`config.mk`:
```
export PLATFORM = sky130hd
export DESIGN_NAME = load_issue_queue
export DESIGN_NICKNAME = d
export VERILOG_FILES = /design/src/logic/liq_pkg.sv /design/src/logic/dispatch_router.sv /design/src/logic/issue_bank.sv /design/src/logic/issue_collector.sv /design/src/logic/load_issue_queue.sv
export VERILOG_INCLUDE_DIRS = /design/src /design/src/logic
export SDC_FILE = /design/constraint.sdc
export NUM_CORES = 1
export LEC_CHECK = 0
export ABC_AREA = 0
export ABC_CLOCK_PERIOD_IN_PS = 3800
export BUFFER_PORTS_ARGS = -buffer_cell sky130_fd_sc_hd__buf_2
export CORE_MARGIN = 2
export CORE_UTILIZATION = 55
export CTS_BUF_LIST = sky130_fd_sc_hd__clkbuf_8 sky130_fd_sc_hd__clkbuf_16
export CTS_CLUSTER_DIAMETER = 100
export DETAILED_ROUTE_END_ITERATION = 8
export HOLD_SLACK_MARGIN = 0.12
export PLACE_DENSITY = 0.76
export SLEW_MARGIN = 0
export SYNTH_ARGS = -nofsm -noshare
export SYNTH_HDL_FRONTEND = slang
export SYNTH_SLANG_ARGS = --single-unit
```
`constraint.sdc`:
```
create_clock -name clk -period 3.8 [get_ports clk]
set_clock_uncertainty 0.2 [all_clocks]
set_input_delay 0.76 -clock clk [delete_from_list [all_inputs] [get_ports clk]]
set_output_delay 0.76 -clock clk [all_outputs]
set_load 0.02 [all_outputs]
```
`src/logic/liq_consts.svh`:
```
`ifndef LIQ_CONSTS_SVH
`define LIQ_CONSTS_SVH

// bank count doubles as dispatch port and load pipeline count.
`define LIQ_BANK_NUM 2
`define LIQ_BANK_SIZE 8
`define LIQ_IDX_W ($clog2(`LIQ_BANK_SIZE))
`define LIQ_CNT_W (`LIQ_IDX_W + 1)

`define PREG_W 6
`define WB_NUM 2

// rob index width, wrap bit excluded.
`define ROB_W 5
`define LQ_W 4

`endif

```
`src/logic/liq_pkg.sv`:
```
`default_nettype none

`include "liq_consts.svh"

package liq_pkg;

    // wrap bit flips each time the rob pointer laps.
    typedef struct packed {
        logic              dir;
        logic [`ROB_W-1:0] idx;
    } rob_idx_t;

    typedef struct packed {
        rob_idx_t           rob_idx;
        logic [`LQ_W-1:0]   lq_idx;
        logic [`PREG_W-1:0] rd;
        logic [11:0]        imm;
        logic [1:0]         size;  // 0 byte, 1 half, 2 word.
        logic               uext;
    } load_payload_t;

endpackage

`default_nettype wire

```
`src/logic/dispatch_router.sv`:
```
`default_nettype none
`timescale 1ns/1ns

`include "liq_consts.svh"

module dispatch_router (
    input  logic                                        clk,
    input  logic                                        rst_n,
    input  logic [`LIQ_BANK_NUM-1:0][`LIQ_CNT_W-1:0]    bank_count,
    input  logic [`LIQ_BANK_NUM-1:0]                    bank_full,
    input  logic [`LIQ_BANK_NUM-1:0]                    dis_en,
    input  logic [`LIQ_BANK_NUM-1:0][`PREG_W-1:0]       dis_rs1,
    input  logic [`LIQ_BANK_NUM-1:0]                    dis_rs1v,
    input  liq_pkg::load_payload_t [`LIQ_BANK_NUM-1:0]  dis_payload,
    output logic                                        dis_full,
    output logic [`LIQ_BANK_NUM-1:0]                    bank_wr_en,
    output logic [`LIQ_BANK_NUM-1:0][`PREG_W-1:0]       bank_rs1,
    output logic [`LIQ_BANK_NUM-1:0]                    bank_rs1v,
    output liq_pkg::load_payload_t [`LIQ_BANK_NUM-1:0]  bank_payload
);

    localparam int ORD_W = (`LIQ_BANK_NUM > 1) ? $clog2(`LIQ_BANK_NUM) : 1;

    logic [`LIQ_BANK_NUM-1:0][ORD_W-1:0] rank;
    logic [`LIQ_BANK_NUM-1:0][ORD_W-1:0] order;  // port feeding each bank.

    // rank = banks that are emptier, ties broken by index.
    always_comb begin
        for (int i = 0; i < `LIQ_BANK_NUM; i++) begin
            rank[i] = '0;
            for (int k = 0; k < `LIQ_BANK_NUM; k++) begin
                if ((bank_count[k] < bank_count[i]) ||
                    ((bank_count[k] == bank_count[i]) && (k < i))) begin
                    rank[i] = rank[i] + ORD_W'(1);
                end
            end
        end
    end

    // one cycle stale, which keeps the sort off the dispatch path.
    always_ff @(posedge clk) begin
        if (!rst_n) begin
            for (int i = 0; i < `LIQ_BANK_NUM; i++) begin
                order[i] <= ORD_W'(i);
            end
        end else begin
            order <= rank;
        end
    end

    assign dis_full = |bank_full;

    always_comb begin
        for (int i = 0; i < `LIQ_BANK_NUM; i++) begin
            bank_wr_en[i]   = dis_en[order[i]] & ~dis_full;
            bank_rs1[i]     = dis_rs1[order[i]];
            bank_rs1v[i]    = dis_rs1v[order[i]];
            bank_payload[i] = dis_payload[order[i]];
        end
    end

endmodule

`default_nettype wire

```
`src/logic/issue_bank.sv`:
```
`default_nettype none
`timescale 1ns/1ns

`include "liq_consts.svh"

module issue_bank (
    input  logic                                clk,
    input  logic                                rst_n,
    input  logic                                wr_en,
    input  logic [`PREG_W-1:0]                  wr_rs1,
    input  logic                                wr_rs1v,
    input  liq_pkg::load_payload_t              wr_payload,
    input  logic [`WB_NUM-1:0]                  wb_en,
    input  logic [`WB_NUM-1:0][`PREG_W-1:0]     wb_rd,
    input  logic                                grant,
    input  logic                                reply_en,
    input  logic [`LIQ_IDX_W-1:0]               reply_idx,
    input  logic                                success_en,
    input  logic [`LIQ_IDX_W-1:0]               success_idx,
    input  logic                                redirect,
    input  liq_pkg::rob_idx_t                   redirect_rob_idx,
    output logic                                full,
    output logic [`LIQ_CNT_W-1:0]               count,
    output logic                                req,
    output logic [`PREG_W-1:0]                  pick_rs1,
    output liq_pkg::load_payload_t              pick_payload,
    output logic [`LIQ_IDX_W-1:0]               pick_idx
);

    import liq_pkg::*;

    localparam int SIZE = `LIQ_BANK_SIZE;

    logic [SIZE-1:0]              valid;
    logic [SIZE-1:0]              issued;
    logic [SIZE-1:0]              rs1v;
    logic [SIZE-1:0][`PREG_W-1:0] rs1;
    load_payload_t                payload_q [SIZE];

    logic [SIZE-1:0]              ready;
    logic [SIZE-1:0]              woken;
    logic [SIZE-1:0]              older;
    logic                         wr_woken;
    logic [`LIQ_IDX_W-1:0]        free_idx;
    rob_idx_t                     ent_rob;

    assign ready = valid & rs1v & ~issued;
    assign req   = |ready;
    assign full  = &valid;

    // lowest free slot and lowest ready slot.
    always_comb begin
        free_idx = '0;
        pick_idx = '0;
        for (int i = SIZE - 1; i >= 0; i--) begin
            if (!valid[i]) begin
                free_idx = `LIQ_IDX_W'(i);
            end
            if (ready[i]) begin
                pick_idx = `LIQ_IDX_W'(i);
            end
        end
    end

    always_comb begin
        count = '0;
        for (int i = 0; i < SIZE; i++) begin
            count = count + `LIQ_CNT_W'(valid[i]);
        end
    end

    assign pick_rs1     = rs1[pick_idx];
    assign pick_payload = payload_q[pick_idx];

    // tag match against the writeback ports, incoming load included.
    always_comb begin
        wr_woken = 1'b0;
        for (int i = 0; i < SIZE; i++) begin
            woken[i] = 1'b0;
            for (int j = 0; j < `WB_NUM; j++) begin
                woken[i] = woken[i] | (wb_en[j] & (wb_rd[j] == rs1[i]));
            end
        end
        for (int j = 0; j < `WB_NUM; j++) begin
            wr_woken = wr_woken | (wb_en[j] & (wb_rd[j] == wr_rs1));
        end
    end

    // wrap bits differ -> the ordering of idx flips.
    always_comb begin
        for (int i = 0; i < SIZE; i++) begin
            ent_rob  = payload_q[i].rob_idx;
            older[i] = (ent_rob.dir ^ redirect_rob_idx.dir) ?
                       (ent_rob.idx > redirect_rob_idx.idx) :
                       (ent_rob.idx < redirect_rob_idx.idx);
        end
    end

    always_ff @(posedge clk) begin
        if (!rst_n) begin
            valid  <= '0;
            issued <= '0;
            rs1v   <= '0;
        end else begin
            rs1v <= rs1v | woken;
            if (redirect) begin
                valid <= valid & older;  // younger ones are squashed.
            end else begin
                if (grant) begin
                    issued[pick_idx] <= 1'b1;
                end
                if (reply_en) begin
                    issued[reply_idx] <= 1'b0;  // back in the race.
                end
                if (success_en) begin
                    valid[success_idx] <= 1'b0;
                end
                if (wr_en) begin
                    valid[free_idx]  <= 1'b1;
                    issued[free_idx] <= 1'b0;
                    rs1v[free_idx]   <= wr_rs1v | wr_woken;
                end
            end
        end
    end

    always_ff @(posedge clk) begin
        if (wr_en) begin
            rs1[free_idx]       <= wr_rs1;
            payload_q[free_idx] <= wr_payload;
        end
    end

endmodule

`default_nettype wire

```
`src/logic/issue_collector.sv`:
```
`default_nettype none
`timescale 1ns/1ns

`include "liq_consts.svh"

module issue_collector (
    input  logic                                        clk,
    input  logic                                        rst_n,
    input  logic [`LIQ_BANK_NUM-1:0]                    req,
    input  liq_pkg::load_payload_t [`LIQ_BANK_NUM-1:0]  pick_payload,
    input  logic [`LIQ_BANK_NUM-1:0][`LIQ_IDX_W-1:0]    pick_idx,
    input  logic [`LIQ_BANK_NUM-1:0]                    rf_ready,
    input  logic                                        redirect,
    output logic [`LIQ_BANK_NUM-1:0]                    rf_req,
    output logic [`LIQ_BANK_NUM-1:0]                    grant,
    output logic [`LIQ_BANK_NUM-1:0]                    issue_en,
    output liq_pkg::load_payload_t [`LIQ_BANK_NUM-1:0]  issue_payload,
    output logic [`LIQ_BANK_NUM-1:0][`LIQ_IDX_W-1:0]    issue_idx
);

    // nothing goes to the register file while the back end redirects.
    assign rf_req = req & {`LIQ_BANK_NUM{~redirect}};
    assign grant  = rf_req & rf_ready;

    always_ff @(posedge clk) begin
        if (!rst_n) begin
            issue_en <= '0;
        end else begin
            issue_en <= grant;
        end
    end

    // payload only moves on a grant.
    always_ff @(posedge clk) begin
        for (int i = 0; i < `LIQ_BANK_NUM; i++) begin
            if (grant[i]) begin
                issue_payload[i] <= pick_payload[i];
                issue_idx[i]     <= pick_idx[i];
            end
        end
    end

endmodule

`default_nettype wire

```
`src/logic/load_issue_queue.sv`:
```
`default_nettype none
`timescale 1ns/1ns

`include "liq_consts.svh"

module load_issue_queue (
    input  logic                                        clk,
    input  logic                                        rst_n,
    input  logic [`LIQ_BANK_NUM-1:0]                    dis_en,
    input  logic [`LIQ_BANK_NUM-1:0][`PREG_W-1:0]       dis_rs1,
    input  logic [`LIQ_BANK_NUM-1:0]                    dis_rs1v,
    input  liq_pkg::load_payload_t [`LIQ_BANK_NUM-1:0]  dis_payload,
    output logic                                        dis_full,
    input  logic [`WB_NUM-1:0]                          wb_en,
    input  logic [`WB_NUM-1:0][`PREG_W-1:0]             wb_rd,
    output logic [`LIQ_BANK_NUM-1:0]                    rf_req,
    output logic [`LIQ_BANK_NUM-1:0][`PREG_W-1:0]       rf_rs1,
    input  logic [`LIQ_BANK_NUM-1:0]                    rf_ready,
    output logic [`LIQ_BANK_NUM-1:0]                    issue_en,
    output liq_pkg::load_payload_t [`LIQ_BANK_NUM-1:0]  issue_payload,
    output logic [`LIQ_BANK_NUM-1:0][`LIQ_IDX_W-1:0]    issue_idx,
    input  logic [`LIQ_BANK_NUM-1:0]                    reply_en,
    input  logic [`LIQ_BANK_NUM-1:0][`LIQ_IDX_W-1:0]    reply_idx,
    input  logic [`LIQ_BANK_NUM-1:0]                    success_en,
    input  logic [`LIQ_BANK_NUM-1:0][`LIQ_IDX_W-1:0]    success_idx,
    input  logic                                        redirect,
    input  liq_pkg::rob_idx_t                           redirect_rob_idx
);

    import liq_pkg::*;

    logic [`LIQ_BANK_NUM-1:0][`LIQ_CNT_W-1:0]   bank_count;
    logic [`LIQ_BANK_NUM-1:0]                   bank_full;
    logic [`LIQ_BANK_NUM-1:0]                   bank_wr_en;
    logic [`LIQ_BANK_NUM-1:0][`PREG_W-1:0]      bank_rs1;
    logic [`LIQ_BANK_NUM-1:0]                   bank_rs1v;
    load_payload_t [`LIQ_BANK_NUM-1:0]          bank_payload;
    logic [`LIQ_BANK_NUM-1:0]                   bank_req;
    load_payload_t [`LIQ_BANK_NUM-1:0]          pick_payload;
    logic [`LIQ_BANK_NUM-1:0][`LIQ_IDX_W-1:0]   pick_idx;
    logic [`LIQ_BANK_NUM-1:0]                   grant;

    dispatch_router router_i (
        .clk          (clk),
        .rst_n        (rst_n),
        .bank_count   (bank_count),
        .bank_full    (bank_full),
        .dis_en       (dis_en),
        .dis_rs1      (dis_rs1),
        .dis_rs1v     (dis_rs1v),
        .dis_payload  (dis_payload),
        .dis_full     (dis_full),
        .bank_wr_en   (bank_wr_en),
        .bank_rs1     (bank_rs1),
        .bank_rs1v    (bank_rs1v),
        .bank_payload (bank_payload)
    );

    // bank i feeds load pipeline i.
    for (genvar i = 0; i < `LIQ_BANK_NUM; i++) begin : g_bank
        issue_bank bank_i (
            .clk              (clk),
            .rst_n            (rst_n),
            .wr_en            (bank_wr_en[i]),
            .wr_rs1           (bank_rs1[i]),
            .wr_rs1v          (bank_rs1v[i]),
            .wr_payload       (bank_payload[i]),
            .wb_en            (wb_en),
            .wb_rd            (wb_rd),
            .grant            (grant[i]),
            .reply_en         (reply_en[i]),
            .reply_idx        (reply_idx[i]),
            .success_en       (success_en[i]),
            .success_idx      (success_idx[i]),
            .redirect         (redirect),
            .redirect_rob_idx (redirect_rob_idx),
            .full             (bank_full[i]),
            .count            (bank_count[i]),
            .req              (bank_req[i]),
            .pick_rs1         (rf_rs1[i]),
            .pick_payload     (pick_payload[i]),
            .pick_idx         (pick_idx[i])
        );
    end

    issue_collector collector_i (
        .clk           (clk),
        .rst_n         (rst_n),
        .req           (bank_req),
        .pick_payload  (pick_payload),
        .pick_idx      (pick_idx),
        .rf_ready      (rf_ready),
        .redirect      (redirect),
        .rf_req        (rf_req),
        .grant         (grant),
        .issue_en      (issue_en),
        .issue_payload (issue_payload),
        .issue_idx     (issue_idx)
    );

endmodule

`default_nettype wire

```
==> results.md <==
Synth:
- The post-synthesis async set-or-reset flop share is 0%.
- In this run, synthesis inferred 660 flip-flops with an integrated enable.
- During synthesis, Yosys emitted a total of 0 warnings.
- A synthesized cell averages 12.7 um2.
- The synthesized area is 33800 um2.
- The prevailing post-synth register cell is edfxtp_1.
- The cell count after synthesis is 2652.
- The commonest cells after synthesis are 660 x edfxtp_1, 203 x a21oi_1, 191 x nand2_1.
- The most instantiated library cell after synthesis is edfxtp_1.
- By area the synthesized netlist is led by edfxtp_1 59%, a211oi_1 3.4%, ha_1 3.3%.
- The synthesized design contains 712 register bits.
- The biggest area contributor in the post-synthesis netlist is edfxtp_1.
- The portion of synthesized cell area occupied by the leading cell type is 58.6%.
- After synthesis, flip-flops and latches occupy 61.7% of the total area.
- The number of nets handed over by synthesis was 2869.
- The number of library cell types mapped by synthesis is 74.

CTS:
- The clock network latency to the later pin of the worst-skew pair is 0.63 ns.
- The clock root buffer master is clkbuf_16.
- Clock-pin slew was measured on the worst setup and hold paths at 0.06 ns.
- The clock net in this run drives a total of 712 sinks.
- The number of buffers inserted during clock tree synthesis is 75.
- The CTS tree is built.
- Counting along the longest clock path gives a buffer depth of 3.
- The number of H-tree levels is 3.
- In this run, post-CTS hold repair placed 0 buffers.

Timing:
- The max-slew violation count is 0.
- Counting I/O delays and the setup requirement, the final critical path takes 3.77 ns.
- The worst max-slew margin expressed relative to the limit is 32.9%.
- The peak clock frequency supported by timing is 0.265 GHz.
- Setup repair after global routing could not meet its margin everywhere.
- The total count of hold-check failures in the final report is 0.
- In the finished design, the share of the clock period the worst path needs comes to 99.2%.
- At the pin with the least slew margin, the transition time is 1.00 ns.
- In the final timing run, aggregate negative setup slack is 0 ns.
- Setup violations remaining at the end of the flow were counted as 0.
- The least setup slack across all paths after layout is 0.0293 ns.
- The tightest hold path in the finished design has a slack of 0.285 ns.

Placed design:
- Once detailed placement completed, the half-perimeter wirelength came to 63100 um.
- The port buffer count is 203.
- In this run, placement finished with an instance count of 3547.
- After detailed placement, the total cell area comes to 35900 um2.
- The final weighted congestion in routability-driven placement is 0.936.
- The post-place setup slack is 0.00481 ns.

Final layout:
- The area growth from synthesis to layout is 13.9%.
- The final net count is 3075.
- With fillers left out, the area of the finished cells amounts to 38500 um2.
- The filler cell count is 4523.
- After the flow finishes, the layout carries non-filler instances totaling 3703.
- Summing all multi-input logic gate instances after layout gives 12000 um2.
- The sequential cell area is 20900 um2.
- The share of final-layout standard cells stronger than drive strength 1 is 18.1%.

Routing:
- The post-detailed-route count of antenna-violating nets is 0.
- For this block, the via count after detailed routing is 24016.
- The total length of routed wires is 99100 um.
- Using the TritonRoute via totals, the vias-per-cell ratio works out to 6.49.
- The first routing iteration left 2644 violations.
- In the final routed layout, each cell accounts on average for 26.8 um.
- After detailed routing, the number of remaining DRC violations is 0.
- The length of the first detailed-routing pass in iterations is 5.

Critical path:
- The startpoint class of the critical path is a register.
- The standard cell with the maximum stage delay on the critical path is dfxtp_1.
- The largest driver fanout on the critical path is 18.
- The maximum cell stage delay along the critical path is 0.41 ns.
- The arrival time reported for the critical path endpoint is 2.81 ns.
- The path type of the worst setup path is register to primary output.
- Walking the worst path, the cells encountered are nand2_2, o311a_1, a21oi_4, buf_4, mux2i_1, o22ai_1, buf_2.
- STA puts the critical path data required time at 2.84 ns.
- The endpoint type of the worst setup path is a primary output.

GRT:
- The total overflow reported by the global router is 0.
- The initial antenna violation count is 15.
- The number of global-route vias before repair is 23712.
- The maximum number of pins on one net before global-route repair is 63.
- The first global-routing pass estimated 147000 um of wire.
- The global router's overall resource usage is 30.9%.

Power:
- Summed over all cells, the static leakage comes to 0.0137 uW.
- The cell area power density is 446 nW/um2.
- The worst IR drop on VDD is 0.402 mV.

Floorplan:
- The core area is 60600 um2.
- Row generation in the floorplan step produced 90 rows.
- Measured along the x axis, the die boundary spans 252 um.
- The number of primary I/O pins is 204.
- The initial utilization of the core area, before any placement, comes to 55.8%.
- In this run the vertical extent of the chip is 252 um.
- The floorplan step defined a die boundary enclosing 63500 um2.

Worst hold path:
- The path type of the worst min-delay path is register to register.

Run status:
- The flow ran to the end, and the final reports show no timing, DRC or antenna violations.

Run:
- Max-cap violations in this run came to 0.
==> layout make-up <==
class | count | area share [%]
inverter | 107 | 1.05
clock buffer | 75 | 4.87
tap | 782 | 2.54
timing repair buffer | 296 | 4.80
sequential | 712 | 54.2
antenna | 7 | 0.0455
multi-input combinational | 1666 | 31.1
clock inverter | 58 | 1.38
==> cell families (layout without fill, tap and decap cells) <==
logic type | after synthesis | in the layout | synth area share, %
AO/OA/AOI/OAI | 575 | 575 | 11.1
XOR/XNOR | 234 | 234 | 6.06
adder cells (fa/ha/maj) | 98 | 98 | 3.80
buffers and inverters | 274 | 536 | 3.50
flip-flops | 712 | 712 | 61.7
multiplexers | 166 | 166 | 5.21
other | 0 | 7 | 0
AND/OR/NAND/NOR | 593 | 593 | 8.66
==> per-stage QoR <==
step | util, % | total power (uW)
final | 63.6 | 17200
after global routing | 63.5 | 17600
after CTS | 63.2 | 17200
after detailed placement | 59.2 | 10200
after global placement | 59.2 | 10100
after floorplan | - | 9680
==> report_power, final <==
part           switching, uW  internal [uW]
combinational            799            400
sequential              65.0           8760
clock                   3170           3990
total                   4030          13200
==> state kept, by name (all words and copies together), names as in the netlist, 6 cells and up <==
register,cells
g_bank.bank_i.payload_q,496
g_bank.bank_i.rs1,96
collector_i.issue_payload,62
g_bank.bank_i.issued,16
g_bank.bank_i.rs1v,16
g_bank.bank_i.valid,16
collector_i.issue_idx,6
==> what timing repair did <==
item	in CTS	in global routing
pin swaps	1	8
buffers inserted	3	13
setup endpoints to repair	2	13
cloned	0	0
gates resized for setup	1	25
==> worst paths after layout <==
kind                                      to  cells after the start                       start  slack [ns]
setup / recovery                   rf_rs1[2]                      7   g_bank[0].bank_i.valid[4]        0.03
hold reg to reg   g_bank[0].bank_i.issued[7]                      2  g_bank[0].bank_i.issued[7]        0.29
setup reg to reg           router_i.order[1]                     13   g_bank[1].bank_i.valid[0]        0.07
hold / removal    g_bank[0].bank_i.issued[7]                      2  g_bank[0].bank_i.issued[7]        0.29
==> critical path, delay by kind of cell, from the launching register on <==
kind | cells | cell delay (ns)
compound gates | 3 | 0.91
buf+inv | 2 | 0.59
flops | 1 | 0.41
mux | 1 | 0.14
simple gates | 1 | 0.11
==> layer usage <==
layer / up-vias / GRT usage [%] / wire length (um)
met2: 1355 / 49.0 / 46400
met1: 11937 / 42.6 / 39500
met4: 18 / 10.8 / 3300
met3: 232 / 6.63 / 9810
met5: - / 0 / 109
li1: 10474 / - / -
==> placed cells by master (no fill, tap or decap), types with 35 or more instances in the layout <==
cell type and count:
nand4_1 42, a21oi_1 202, o21ai_0 35, dfxtp_1 46, nand3_1 178, mux2_2 68, nor4_1 36, a211oi_1 152
nand2_1 185, inv_1 108, xor2_1 117, ha_1 88, nor2_1 36, edfxtp_1 660, buf_4 79, mux2i_1 91
clkbuf_16 75, xnor2_1 117, buf_2 203, o22ai_1 77
Power figures use the tool's default switching activity.
